**config.mk**
```make
export PLATFORM = sky130hd
export DESIGN_NAME = ooo_backend
export DESIGN_NICKNAME = d
export VERILOG_FILES = /design/src/ooo_types_pkg.sv /design/src/reservation_station.sv /design/src/int_alu_unit.sv /design/src/mul_unit.sv /design/src/cdb_arbiter.sv /design/src/ooo_backend.sv
export VERILOG_INCLUDE_DIRS = /design/src
export SDC_FILE = /design/constraint.sdc
export NUM_CORES = 2
export LEC_CHECK = 0
export BUFFER_PORTS_ARGS = -buffer_cell sky130_fd_sc_hd__buf_2
export CAP_MARGIN = 20
export CELL_PAD_IN_SITES_DETAIL_PLACEMENT = 1
export CELL_PAD_IN_SITES_GLOBAL_PLACEMENT = 1
export CORE_MARGIN = 2
export CORE_UTILIZATION = 40
export CTS_BUF_LIST = sky130_fd_sc_hd__clkbuf_4
export CTS_CLUSTER_DIAMETER = 80
export CTS_CLUSTER_SIZE = 40
export DETAILED_ROUTE_END_ITERATION = 12
export PLACE_DENSITY_LB_ADDON = 0.1
export SYNTH_ARGS = -nofsm -noshare
export SYNTH_HDL_FRONTEND = slang
export SYNTH_HIERARCHICAL = 1
export SYNTH_SLANG_ARGS = --single-unit
```
**constraint.sdc**
```tcl
create_clock -name clk -period 6.8 [get_ports clk]
set_input_delay 0.34 -clock clk [delete_from_list [all_inputs] [get_ports clk]]
set_output_delay 0.34 -clock clk [all_outputs]
set_load 0.05 [all_outputs]
```
**src/ooo_settings.svh**
```systemverilog
`ifndef OOO_SETTINGS_SVH
`define OOO_SETTINGS_SVH

// number of reservation station entries
// works with 4, 8 or 16
`define OOO_RS_DEPTH 8

// rob tag width for up to 32 in-flight instructions
`define OOO_TAG_W 5

// datapath width
`define OOO_XLEN 32

`endif

```
**src/ooo_types_pkg.sv**
```systemverilog
`include "ooo_settings.svh"

package ooo_types_pkg;

    // one data word on the datapath and cdb
    typedef logic [`OOO_XLEN-1:0] word_t;

    // rob tag carried with every instruction
    typedef logic [`OOO_TAG_W-1:0] rob_tag_t;

    // execution opcodes with OP_MUL reserved for the multiplier
    typedef enum logic [2:0] {
        OP_ADD = 3'd0,
        OP_SUB = 3'd1,
        OP_AND = 3'd2,
        OP_OR  = 3'd3,
        OP_XOR = 3'd4,
        OP_SLL = 3'd5,
        OP_SRL = 3'd6,
        OP_MUL = 3'd7
    } alu_op_e;

    // reservation station entry state
    typedef enum logic [1:0] {
        ST_IDLE  = 2'd0,
        ST_WAIT  = 2'd1,
        ST_READY = 2'd2
    } rs_state_e;

endpackage

```
**src/reservation_station.sv**
```systemverilog
`timescale 1ns/1ps
`include "ooo_settings.svh"

module reservation_station #(
    parameter int DEPTH = `OOO_RS_DEPTH
) (
    input  logic                      clk,
    input  logic                      rst,
    input  logic                      dispatch_valid,
    output logic                      dispatch_ready,
    input  ooo_types_pkg::alu_op_e    dispatch_op,
    input  ooo_types_pkg::rob_tag_t   dispatch_tag,
    input  ooo_types_pkg::word_t      src1_value,
    input  logic                      src1_ready,
    input  ooo_types_pkg::rob_tag_t   src1_tag,
    input  ooo_types_pkg::word_t      src2_value,
    input  logic                      src2_ready,
    input  ooo_types_pkg::rob_tag_t   src2_tag,
    input  logic                      cdb_valid,
    input  ooo_types_pkg::rob_tag_t   cdb_tag,
    input  ooo_types_pkg::word_t      cdb_data,
    output logic                      alu_issue_valid,
    input  logic                      alu_issue_ready,
    output ooo_types_pkg::alu_op_e    alu_issue_op,
    output ooo_types_pkg::rob_tag_t   alu_issue_tag,
    output ooo_types_pkg::word_t      alu_issue_a,
    output ooo_types_pkg::word_t      alu_issue_b,
    output logic                      mul_issue_valid,
    input  logic                      mul_issue_ready,
    output ooo_types_pkg::rob_tag_t   mul_issue_tag,
    output ooo_types_pkg::word_t      mul_issue_a,
    output ooo_types_pkg::word_t      mul_issue_b
);

    localparam int IDX_W = $clog2(DEPTH);

    ooo_types_pkg::rs_state_e  state   [DEPTH];
    ooo_types_pkg::alu_op_e    op      [DEPTH];
    ooo_types_pkg::rob_tag_t   tag     [DEPTH];
    ooo_types_pkg::word_t      op1_val [DEPTH];
    ooo_types_pkg::word_t      op2_val [DEPTH];
    ooo_types_pkg::rob_tag_t   op1_tag [DEPTH];
    ooo_types_pkg::rob_tag_t   op2_tag [DEPTH];
    logic                      op1_rdy [DEPTH];
    logic                      op2_rdy [DEPTH];

    logic [DEPTH-1:0] free_vec;
    logic [DEPTH-1:0] alu_rdy_vec;
    logic [DEPTH-1:0] mul_rdy_vec;
    logic [DEPTH-1:0] hit1;
    logic [DEPTH-1:0] hit2;
    logic [IDX_W-1:0] free_idx;
    logic [IDX_W-1:0] alu_idx;
    logic [IDX_W-1:0] mul_idx;

    logic dispatch_fire;
    logic alu_fire;
    logic mul_fire;
    logic d1_rdy;
    logic d2_rdy;

    // priority encoder where the lowest set bit wins
    function automatic logic [IDX_W-1:0] lowest_set(input logic [DEPTH-1:0] vec);
        logic [IDX_W-1:0] idx;
        idx = '0;
        for (int i = DEPTH - 1; i >= 0; i--) begin
            if (vec[i]) begin
                idx = IDX_W'(i);
            end
        end
        return idx;
    endfunction

    always_comb begin
        for (int i = 0; i < DEPTH; i++) begin
            free_vec[i]    = (state[i] == ooo_types_pkg::ST_IDLE);
            alu_rdy_vec[i] = (state[i] == ooo_types_pkg::ST_READY) &&
                             (op[i] != ooo_types_pkg::OP_MUL);
            mul_rdy_vec[i] = (state[i] == ooo_types_pkg::ST_READY) &&
                             (op[i] == ooo_types_pkg::OP_MUL);
            // cdb wakeup of missing operands
            hit1[i] = cdb_valid && (state[i] == ooo_types_pkg::ST_WAIT) &&
                      !op1_rdy[i] && (op1_tag[i] == cdb_tag);
            hit2[i] = cdb_valid && (state[i] == ooo_types_pkg::ST_WAIT) &&
                      !op2_rdy[i] && (op2_tag[i] == cdb_tag);
        end
    end

    assign free_idx = lowest_set(free_vec);
    assign alu_idx  = lowest_set(alu_rdy_vec);
    assign mul_idx  = lowest_set(mul_rdy_vec);

    assign dispatch_ready = |free_vec;
    assign dispatch_fire  = dispatch_valid && dispatch_ready;

    // a result on the cdb this cycle also satisfies the incoming operands
    assign d1_rdy = src1_ready || (cdb_valid && (src1_tag == cdb_tag));
    assign d2_rdy = src2_ready || (cdb_valid && (src2_tag == cdb_tag));

    assign alu_issue_valid = |alu_rdy_vec;
    assign alu_issue_op    = op[alu_idx];
    assign alu_issue_tag   = tag[alu_idx];
    assign alu_issue_a     = op1_val[alu_idx];
    assign alu_issue_b     = op2_val[alu_idx];
    assign alu_fire        = alu_issue_valid && alu_issue_ready;

    assign mul_issue_valid = |mul_rdy_vec;
    assign mul_issue_tag   = tag[mul_idx];
    assign mul_issue_a     = op1_val[mul_idx];
    assign mul_issue_b     = op2_val[mul_idx];
    assign mul_fire        = mul_issue_valid && mul_issue_ready;

    always_ff @(posedge clk) begin
        if (rst) begin
            for (int i = 0; i < DEPTH; i++) begin
                state[i] <= ooo_types_pkg::ST_IDLE;
            end
        end else begin
            for (int i = 0; i < DEPTH; i++) begin
                if (dispatch_fire && (free_idx == IDX_W'(i))) begin
                    state[i] <= (d1_rdy && d2_rdy) ? ooo_types_pkg::ST_READY
                                                   : ooo_types_pkg::ST_WAIT;
                end else if ((alu_fire && (alu_idx == IDX_W'(i))) ||
                             (mul_fire && (mul_idx == IDX_W'(i)))) begin
                    state[i] <= ooo_types_pkg::ST_IDLE;
                end else if ((state[i] == ooo_types_pkg::ST_WAIT) &&
                             (op1_rdy[i] || hit1[i]) && (op2_rdy[i] || hit2[i])) begin
                    // last missing operand arrives
                    state[i] <= ooo_types_pkg::ST_READY;
                end
            end
        end
    end

    // entry payload is only meaningful while the entry is not idle
    always_ff @(posedge clk) begin
        for (int i = 0; i < DEPTH; i++) begin
            if (dispatch_fire && (free_idx == IDX_W'(i))) begin
                op[i]      <= dispatch_op;
                tag[i]     <= dispatch_tag;
                op1_tag[i] <= src1_tag;
                op2_tag[i] <= src2_tag;
                op1_rdy[i] <= d1_rdy;
                op2_rdy[i] <= d2_rdy;
                op1_val[i] <= src1_ready ? src1_value : cdb_data;
                op2_val[i] <= src2_ready ? src2_value : cdb_data;
            end else begin
                if (hit1[i]) begin
                    op1_val[i] <= cdb_data;
                    op1_rdy[i] <= 1'b1;
                end
                if (hit2[i]) begin
                    op2_val[i] <= cdb_data;
                    op2_rdy[i] <= 1'b1;
                end
            end
        end
    end

endmodule

```
**src/int_alu_unit.sv**
```systemverilog
`timescale 1ns/1ps

module int_alu_unit (
    input  logic                      clk,
    input  logic                      rst,
    input  logic                      issue_valid,
    output logic                      issue_ready,
    input  ooo_types_pkg::alu_op_e    issue_op,
    input  ooo_types_pkg::rob_tag_t   issue_tag,
    input  ooo_types_pkg::word_t      issue_a,
    input  ooo_types_pkg::word_t      issue_b,
    output logic                      res_valid,
    input  logic                      res_ready,
    output ooo_types_pkg::rob_tag_t   res_tag,
    output ooo_types_pkg::word_t      res_data
);

    ooo_types_pkg::word_t alu_out;

    always_comb begin
        case (issue_op)
            ooo_types_pkg::OP_ADD: alu_out = issue_a + issue_b;
            ooo_types_pkg::OP_SUB: alu_out = issue_a - issue_b;
            ooo_types_pkg::OP_AND: alu_out = issue_a & issue_b;
            ooo_types_pkg::OP_OR:  alu_out = issue_a | issue_b;
            ooo_types_pkg::OP_XOR: alu_out = issue_a ^ issue_b;
            // shift amount from the low five bits
            ooo_types_pkg::OP_SLL: alu_out = issue_a << issue_b[4:0];
            ooo_types_pkg::OP_SRL: alu_out = issue_a >> issue_b[4:0];
            // multiplies never reach this unit
            default:               alu_out = '0;
        endcase
    end

    // output stage frees up when empty or granted this cycle
    assign issue_ready = !res_valid || res_ready;

    always_ff @(posedge clk) begin
        if (rst) begin
            res_valid <= 1'b0;
        end else if (issue_ready) begin
            res_valid <= issue_valid;
        end
    end

    always_ff @(posedge clk) begin
        if (issue_valid && issue_ready) begin
            res_tag  <= issue_tag;
            res_data <= alu_out;
        end
    end

endmodule

```
**src/mul_unit.sv**
```systemverilog
`timescale 1ns/1ps

module mul_unit (
    input  logic                      clk,
    input  logic                      rst,
    input  logic                      issue_valid,
    output logic                      issue_ready,
    input  ooo_types_pkg::rob_tag_t   issue_tag,
    input  ooo_types_pkg::word_t      issue_a,
    input  ooo_types_pkg::word_t      issue_b,
    output logic                      res_valid,
    input  logic                      res_ready,
    output ooo_types_pkg::rob_tag_t   res_tag,
    output ooo_types_pkg::word_t      res_data
);

    logic                      s1_valid;
    ooo_types_pkg::rob_tag_t   s1_tag;
    ooo_types_pkg::word_t      s1_a;
    ooo_types_pkg::word_t      s1_b;
    ooo_types_pkg::word_t      product;
    logic                      advance;

    // low half of the product only
    assign product = s1_a * s1_b;

    // stage two moves on when empty or granted
    assign advance = !res_valid || res_ready;

    // stage one still takes a new op into a bubble during a stall
    assign issue_ready = advance || !s1_valid;

    always_ff @(posedge clk) begin
        if (rst) begin
            s1_valid  <= 1'b0;
            res_valid <= 1'b0;
        end else begin
            if (issue_ready) begin
                s1_valid <= issue_valid;
            end
            if (advance) begin
                res_valid <= s1_valid;
            end
        end
    end

    always_ff @(posedge clk) begin
        if (issue_valid && issue_ready) begin
            s1_tag <= issue_tag;
            s1_a   <= issue_a;
            s1_b   <= issue_b;
        end
        if (advance && s1_valid) begin
            res_tag  <= s1_tag;
            res_data <= product;
        end
    end

endmodule

```
**src/cdb_arbiter.sv**
```systemverilog
`timescale 1ns/1ps

module cdb_arbiter (
    input  logic                      clk,
    input  logic                      rst,
    input  logic                      alu_res_valid,
    output logic                      alu_res_ready,
    input  ooo_types_pkg::rob_tag_t   alu_res_tag,
    input  ooo_types_pkg::word_t      alu_res_data,
    input  logic                      mul_res_valid,
    output logic                      mul_res_ready,
    input  ooo_types_pkg::rob_tag_t   mul_res_tag,
    input  ooo_types_pkg::word_t      mul_res_data,
    output logic                      cdb_valid,
    output ooo_types_pkg::rob_tag_t   cdb_tag,
    output ooo_types_pkg::word_t      cdb_data
);

    // set when the multiplier won the last grant
    logic last_mul;

    // alu wins unless the multiplier also asks and the alu went last
    assign alu_res_ready = alu_res_valid && (!mul_res_valid || last_mul);
    assign mul_res_ready = mul_res_valid && !alu_res_ready;

    assign cdb_valid = alu_res_ready || mul_res_ready;
    assign cdb_tag   = alu_res_ready ? alu_res_tag  : mul_res_tag;
    assign cdb_data  = alu_res_ready ? alu_res_data : mul_res_data;

    always_ff @(posedge clk) begin
        if (rst) begin
            last_mul <= 1'b0;
        end else if (cdb_valid) begin
            last_mul <= mul_res_ready;
        end
    end

endmodule

```
**src/ooo_backend.sv**
```systemverilog
`timescale 1ns/1ps

module ooo_backend (
    input  logic                      clk,
    input  logic                      rst,
    input  logic                      dispatch_valid,
    output logic                      dispatch_ready,
    input  ooo_types_pkg::alu_op_e    dispatch_op,
    input  ooo_types_pkg::rob_tag_t   dispatch_tag,
    input  ooo_types_pkg::word_t      src1_value,
    input  logic                      src1_ready,
    input  ooo_types_pkg::rob_tag_t   src1_tag,
    input  ooo_types_pkg::word_t      src2_value,
    input  logic                      src2_ready,
    input  ooo_types_pkg::rob_tag_t   src2_tag,
    output logic                      cdb_valid,
    output ooo_types_pkg::rob_tag_t   cdb_tag,
    output ooo_types_pkg::word_t      cdb_data
);

    // station to alu
    logic                      alu_issue_valid;
    logic                      alu_issue_ready;
    ooo_types_pkg::alu_op_e    alu_issue_op;
    ooo_types_pkg::rob_tag_t   alu_issue_tag;
    ooo_types_pkg::word_t      alu_issue_a;
    ooo_types_pkg::word_t      alu_issue_b;

    // station to multiplier
    logic                      mul_issue_valid;
    logic                      mul_issue_ready;
    ooo_types_pkg::rob_tag_t   mul_issue_tag;
    ooo_types_pkg::word_t      mul_issue_a;
    ooo_types_pkg::word_t      mul_issue_b;

    // unit results into the arbiter
    logic                      alu_res_valid;
    logic                      alu_res_ready;
    ooo_types_pkg::rob_tag_t   alu_res_tag;
    ooo_types_pkg::word_t      alu_res_data;
    logic                      mul_res_valid;
    logic                      mul_res_ready;
    ooo_types_pkg::rob_tag_t   mul_res_tag;
    ooo_types_pkg::word_t      mul_res_data;

    reservation_station reservation_station_inst (
        .clk             (clk),
        .rst             (rst),
        .dispatch_valid  (dispatch_valid),
        .dispatch_ready  (dispatch_ready),
        .dispatch_op     (dispatch_op),
        .dispatch_tag    (dispatch_tag),
        .src1_value      (src1_value),
        .src1_ready      (src1_ready),
        .src1_tag        (src1_tag),
        .src2_value      (src2_value),
        .src2_ready      (src2_ready),
        .src2_tag        (src2_tag),
        .cdb_valid       (cdb_valid),
        .cdb_tag         (cdb_tag),
        .cdb_data        (cdb_data),
        .alu_issue_valid (alu_issue_valid),
        .alu_issue_ready (alu_issue_ready),
        .alu_issue_op    (alu_issue_op),
        .alu_issue_tag   (alu_issue_tag),
        .alu_issue_a     (alu_issue_a),
        .alu_issue_b     (alu_issue_b),
        .mul_issue_valid (mul_issue_valid),
        .mul_issue_ready (mul_issue_ready),
        .mul_issue_tag   (mul_issue_tag),
        .mul_issue_a     (mul_issue_a),
        .mul_issue_b     (mul_issue_b)
    );

    int_alu_unit int_alu_unit_inst (
        .clk         (clk),
        .rst         (rst),
        .issue_valid (alu_issue_valid),
        .issue_ready (alu_issue_ready),
        .issue_op    (alu_issue_op),
        .issue_tag   (alu_issue_tag),
        .issue_a     (alu_issue_a),
        .issue_b     (alu_issue_b),
        .res_valid   (alu_res_valid),
        .res_ready   (alu_res_ready),
        .res_tag     (alu_res_tag),
        .res_data    (alu_res_data)
    );

    mul_unit mul_unit_inst (
        .clk         (clk),
        .rst         (rst),
        .issue_valid (mul_issue_valid),
        .issue_ready (mul_issue_ready),
        .issue_tag   (mul_issue_tag),
        .issue_a     (mul_issue_a),
        .issue_b     (mul_issue_b),
        .res_valid   (mul_res_valid),
        .res_ready   (mul_res_ready),
        .res_tag     (mul_res_tag),
        .res_data    (mul_res_data)
    );

    // cdb feeds the station wakeup and the top-level outputs
    cdb_arbiter cdb_arbiter_inst (
        .clk           (clk),
        .rst           (rst),
        .alu_res_valid (alu_res_valid),
        .alu_res_ready (alu_res_ready),
        .alu_res_tag   (alu_res_tag),
        .alu_res_data  (alu_res_data),
        .mul_res_valid (mul_res_valid),
        .mul_res_ready (mul_res_ready),
        .mul_res_tag   (mul_res_tag),
        .mul_res_data  (mul_res_data),
        .cdb_valid     (cdb_valid),
        .cdb_tag       (cdb_tag),
        .cdb_data      (cdb_data)
    );

endmodule

```
==> results.toml <==
[run_status]
outcome = "complete, but fails checks"
violations = "negative setup slack"

[cts]
h-tree-depth = 2
path_clk_slew_ns = 0.26
insertion_delay_ns = 1.27
clock-sinks = 835
numCtsBuffers = 61
cts_tree = "yes"
cts_buffer_depth = 3
cts-root-buf = "clkbuf_4"

[drt]
via_per_inst = 6.20
avgRoutedWirePerCell_um = 32.8
drtIter0Drc = 5726
drtPass1Iterations = 5
num_vias = 57200
route.detailed.drc = 0
wirelength_um = 302000
ant_nets = 0

[worst_setup_path]
critPathSlowestCell = "fa_1"
cpPeakStageDelay_ns = 0.57
worstPathArrival_ns = 7.74
end_kind = "register"
crit_fanout = 11
crit_type = "reg -> reg"
crit_top_cell = "fa_1"
required_ns = 7.72
cp_cell_sequence = "buf_4 -> buf_12 -> and2_1 -> fa_1 -> fa_1 -> inv_1 -> fa_1 -> fa_1 -> inv_1 -> fa_1 -> fa_1 -> fa_1 -> fa_2 -> ha_4 -> nand4_1 -> nor3_2 -> nor3_1 -> a21boi_1 -> o31ai_1 -> xnor2_1"
startpoint_type = "register"

[synth]
synth_cells = 6528
synth_nets = 7244
yosysSeqAreaShare_pct = 36.1
synthFlopType = "edfxtp_1"
synth.avg_cell_area_um2 = 10.6
synth_area_um2 = 69400
yosys_warnings = 6
yosysUniqueCellTypes = 100
synth_edf_count = 829
synthArstFlopShare_pct = 0
synth_seq_cells = 835

[sta]
relSlewSlack_pct = 20.3
period_needed_ns = 6.82
fin_skew_ns = 0.168
tns_ns = -0.0270
finalSetupViolations = 2
hold_viol = 0
period_share_pct = 100
rsz0062_at_grt = "true"
fmax_mhz = 147
drv_slew = 0
worst_pin_slew_ns = 1.19
worst_slack_ns = -0.0209

[die]
die_w_um = 420
rows = 152
ios = 126
initial_utilization_pct = 40.3
die-height_um = 420
core_um2 = 172000
fp.dieArea_um2 = 177000

[global_routing]
grt_overflow = 0
antenna_found_initial = 25
grt_use_met2_pct = 54.3
gr-max-usage-layer = "met2"
grt_start_max_net_pins = 140
use_met1_pct = 44.5
grt.total_usage_pct = 33.7
gr-usage-met3_pct = 4.58
grt_pass1_wl_um = 429000
grt_pass1_vias = 58900

[cells_and_area]
finalNetCount = 7568
fin_cells = 9219
design_area_um2 = 78300
drive_above_1_share_pct = 24.2
syn_to_final_growth_pct = 12.9
num-fill-cells = 18700

[placement]
placed_cells_incl_taps = 8974
post-place-ws_ns = -0.0548
port_buffers = 125
place_congestion = 0.950
placed_cell_area_um2 = 75500
dp_hpwl_um = 213000

[run]
maxCapViolations = 0

[hold_path]
hp-class = "in -> reg"
## metal layers
metal | up-vias | part of all wire [%]
li1 | 24300 | -
met1 | 29900 | 41
met2 | 2398 | 46
met3 | 583 | 7.1
met4 | 12 | 5.8
met5 | - | 0.031
## through the flow
| stage | util, % | hold slack [ns] |
|---|---|---|
| global route | 45.6 | 0.0852 |
| CTS | 45.3 | 0.0367 |
| detailed placement | 43.9 | 0.406 |
| floorplan | - | 0.400 |
| finish | 45.6 | 0.0828 |
| global placement | 43.9 | 0.402 |
## path summary, 6_finish.rpt
check | to | startpoint | slack [ns] | depth (start not counted)
worst max-delay path | mul_unit_inst/res_data[31]$_DFFE_PP_ | mul_unit_inst/s1_b[10]$_DFFE_PP_ | -0.02 | 20
worst min-delay path | mul_unit_inst/s1_valid$_SDFFE_PP0N_ | rst | 0.08 | 3
worst max register to register | mul_unit_inst/res_data[31]$_DFFE_PP_ | mul_unit_inst/s1_b[10]$_DFFE_PP_ | -0.02 | 20
worst min register to register | mul_unit_inst/res_tag[3]$_DFFE_PP_ | mul_unit_inst/s1_tag[3]$_DFFE_PP_ | 0.47 | 0
## placed cells by master, fill, tap and decap left out, drive strengths merged, types with 21 or more instances in the layout
master and n:
a211oi 159, a21boi 143, a21o 35, a21oi 271, a221oi 190, a22oi 107
a31o 26, and2 308, and3 156, buf 689, clkbuf 62, clkinv 29
dlygate4sd3 103, edfxtp 829, fa 409, ha 220, inv 497, mux2 657
mux2i 84, mux4 21, nand2 613, nand2b 30, nand3 48, nand4 23
nor2 176, nor3 47, nor3b 41, nor4 77, o211ai 45, o21ai 277
o22ai 54, xnor2 123, xor2 100
## registers in the layout (all words and copies together), names as in the netlist, 5 cells and up
signal / flops
reservation_station_inst/op1_val: 256
reservation_station_inst/op2_val: 256
reservation_station_inst/op1_tag: 40
reservation_station_inst/op2_tag: 40
reservation_station_inst/tag: 40
int_alu_unit_inst/res_data: 32
mul_unit_inst/res_data: 32
mul_unit_inst/s1_a: 32
mul_unit_inst/s1_b: 32
reservation_station_inst/op: 24
reservation_station_inst/state: 16
reservation_station_inst/op1_rdy: 8
reservation_station_inst/op2_rdy: 8
int_alu_unit_inst/res_tag: 5
mul_unit_inst/res_tag: 5
mul_unit_inst/s1_tag: 5
## timing repair
action / in CTS / in global routing
endpoints found under the setup margin: 8 / 25
setup buffers: 13 / 8
cloned: 1 / 0
resized for setup: 16 / 68
hold endpoints to repair: 756 / 0
hold buffers: 103 / 0
pin swaps: 18 / 26
## worst max-delay path, delay by kind of cell (launching register included)
kind,cells,cell delay (ns)
xor gates and xnor gates,1,0.14
DFF,1,0.46
buffers and inverters,4,0.41
AOI/OAI and AO/OA,2,0.48
adders and majority gates,9,4.39
and+or+nand+nor,4,0.60
## area by class of cell
| class | count | area, um^2 | share of cell area (%) |
|---|---|---|---|
| multi-input cells | 4685 | 41000 | 52.3 |
| flip-flops and latches | 835 | 25000 | 31.9 |
| repair buffers | 792 | 6490 | 8.29 |
| well taps | 2310 | 2890 | 3.69 |
| inverters | 477 | 1790 | 2.29 |
| clock inverters | 53 | 692 | 0.883 |
| clock buffers | 62 | 465 | 0.594 |
| diodes | 5 | 12.5 | 0.0160 |
## cells by family after synthesis
logic type,synth area share (%)
and+or+nand+nor,12.0
AOI/OAI and AO/OA,14.5
buffers and inverters,6.15
DFF,36.1
muxes,12.7
adders and majority gates,15.8
xor gates and xnor gates,2.86
## Yosys cell counts (21+ instances only)
master	instances	area, um^2
a211oi_1	158	1190
mux2i_1	84	841
fa_1	409	8190
xnor2_1	122	1070
a221oi_1	189	1660
a21o_1	35	263
and3_1	156	976
a21boi_0	142	1070
nand3_1	47	235
nor4_1	62	388
clkbuf_1	349	1310
buf_4	48	360
a31o_2	25	219
nand2_1	613	2300
buf_1	27	101
mux2_1	22	248
edfxtp_1	829	24900
o22ai_1	54	338
nor3_1	46	230
ha_1	220	2750
a21oi_1	269	1350
nand2b_1	30	188
buf_2	83	415
inv_1	474	1780
mux2_2	616	6940
a22oi_1	107	803
nand4_1	21	131
o21ai_1	26	130
nor3b_1	41	308
nor2_1	176	661
o21ai_0	248	1240
xor2_1	100	876
o211ai_1	43	323
mux4_2	21	473
and2_1	307	1920
Power is not shown: default switching activity piles up to over one toggle a cycle in this logic, so the estimate is an artifact.
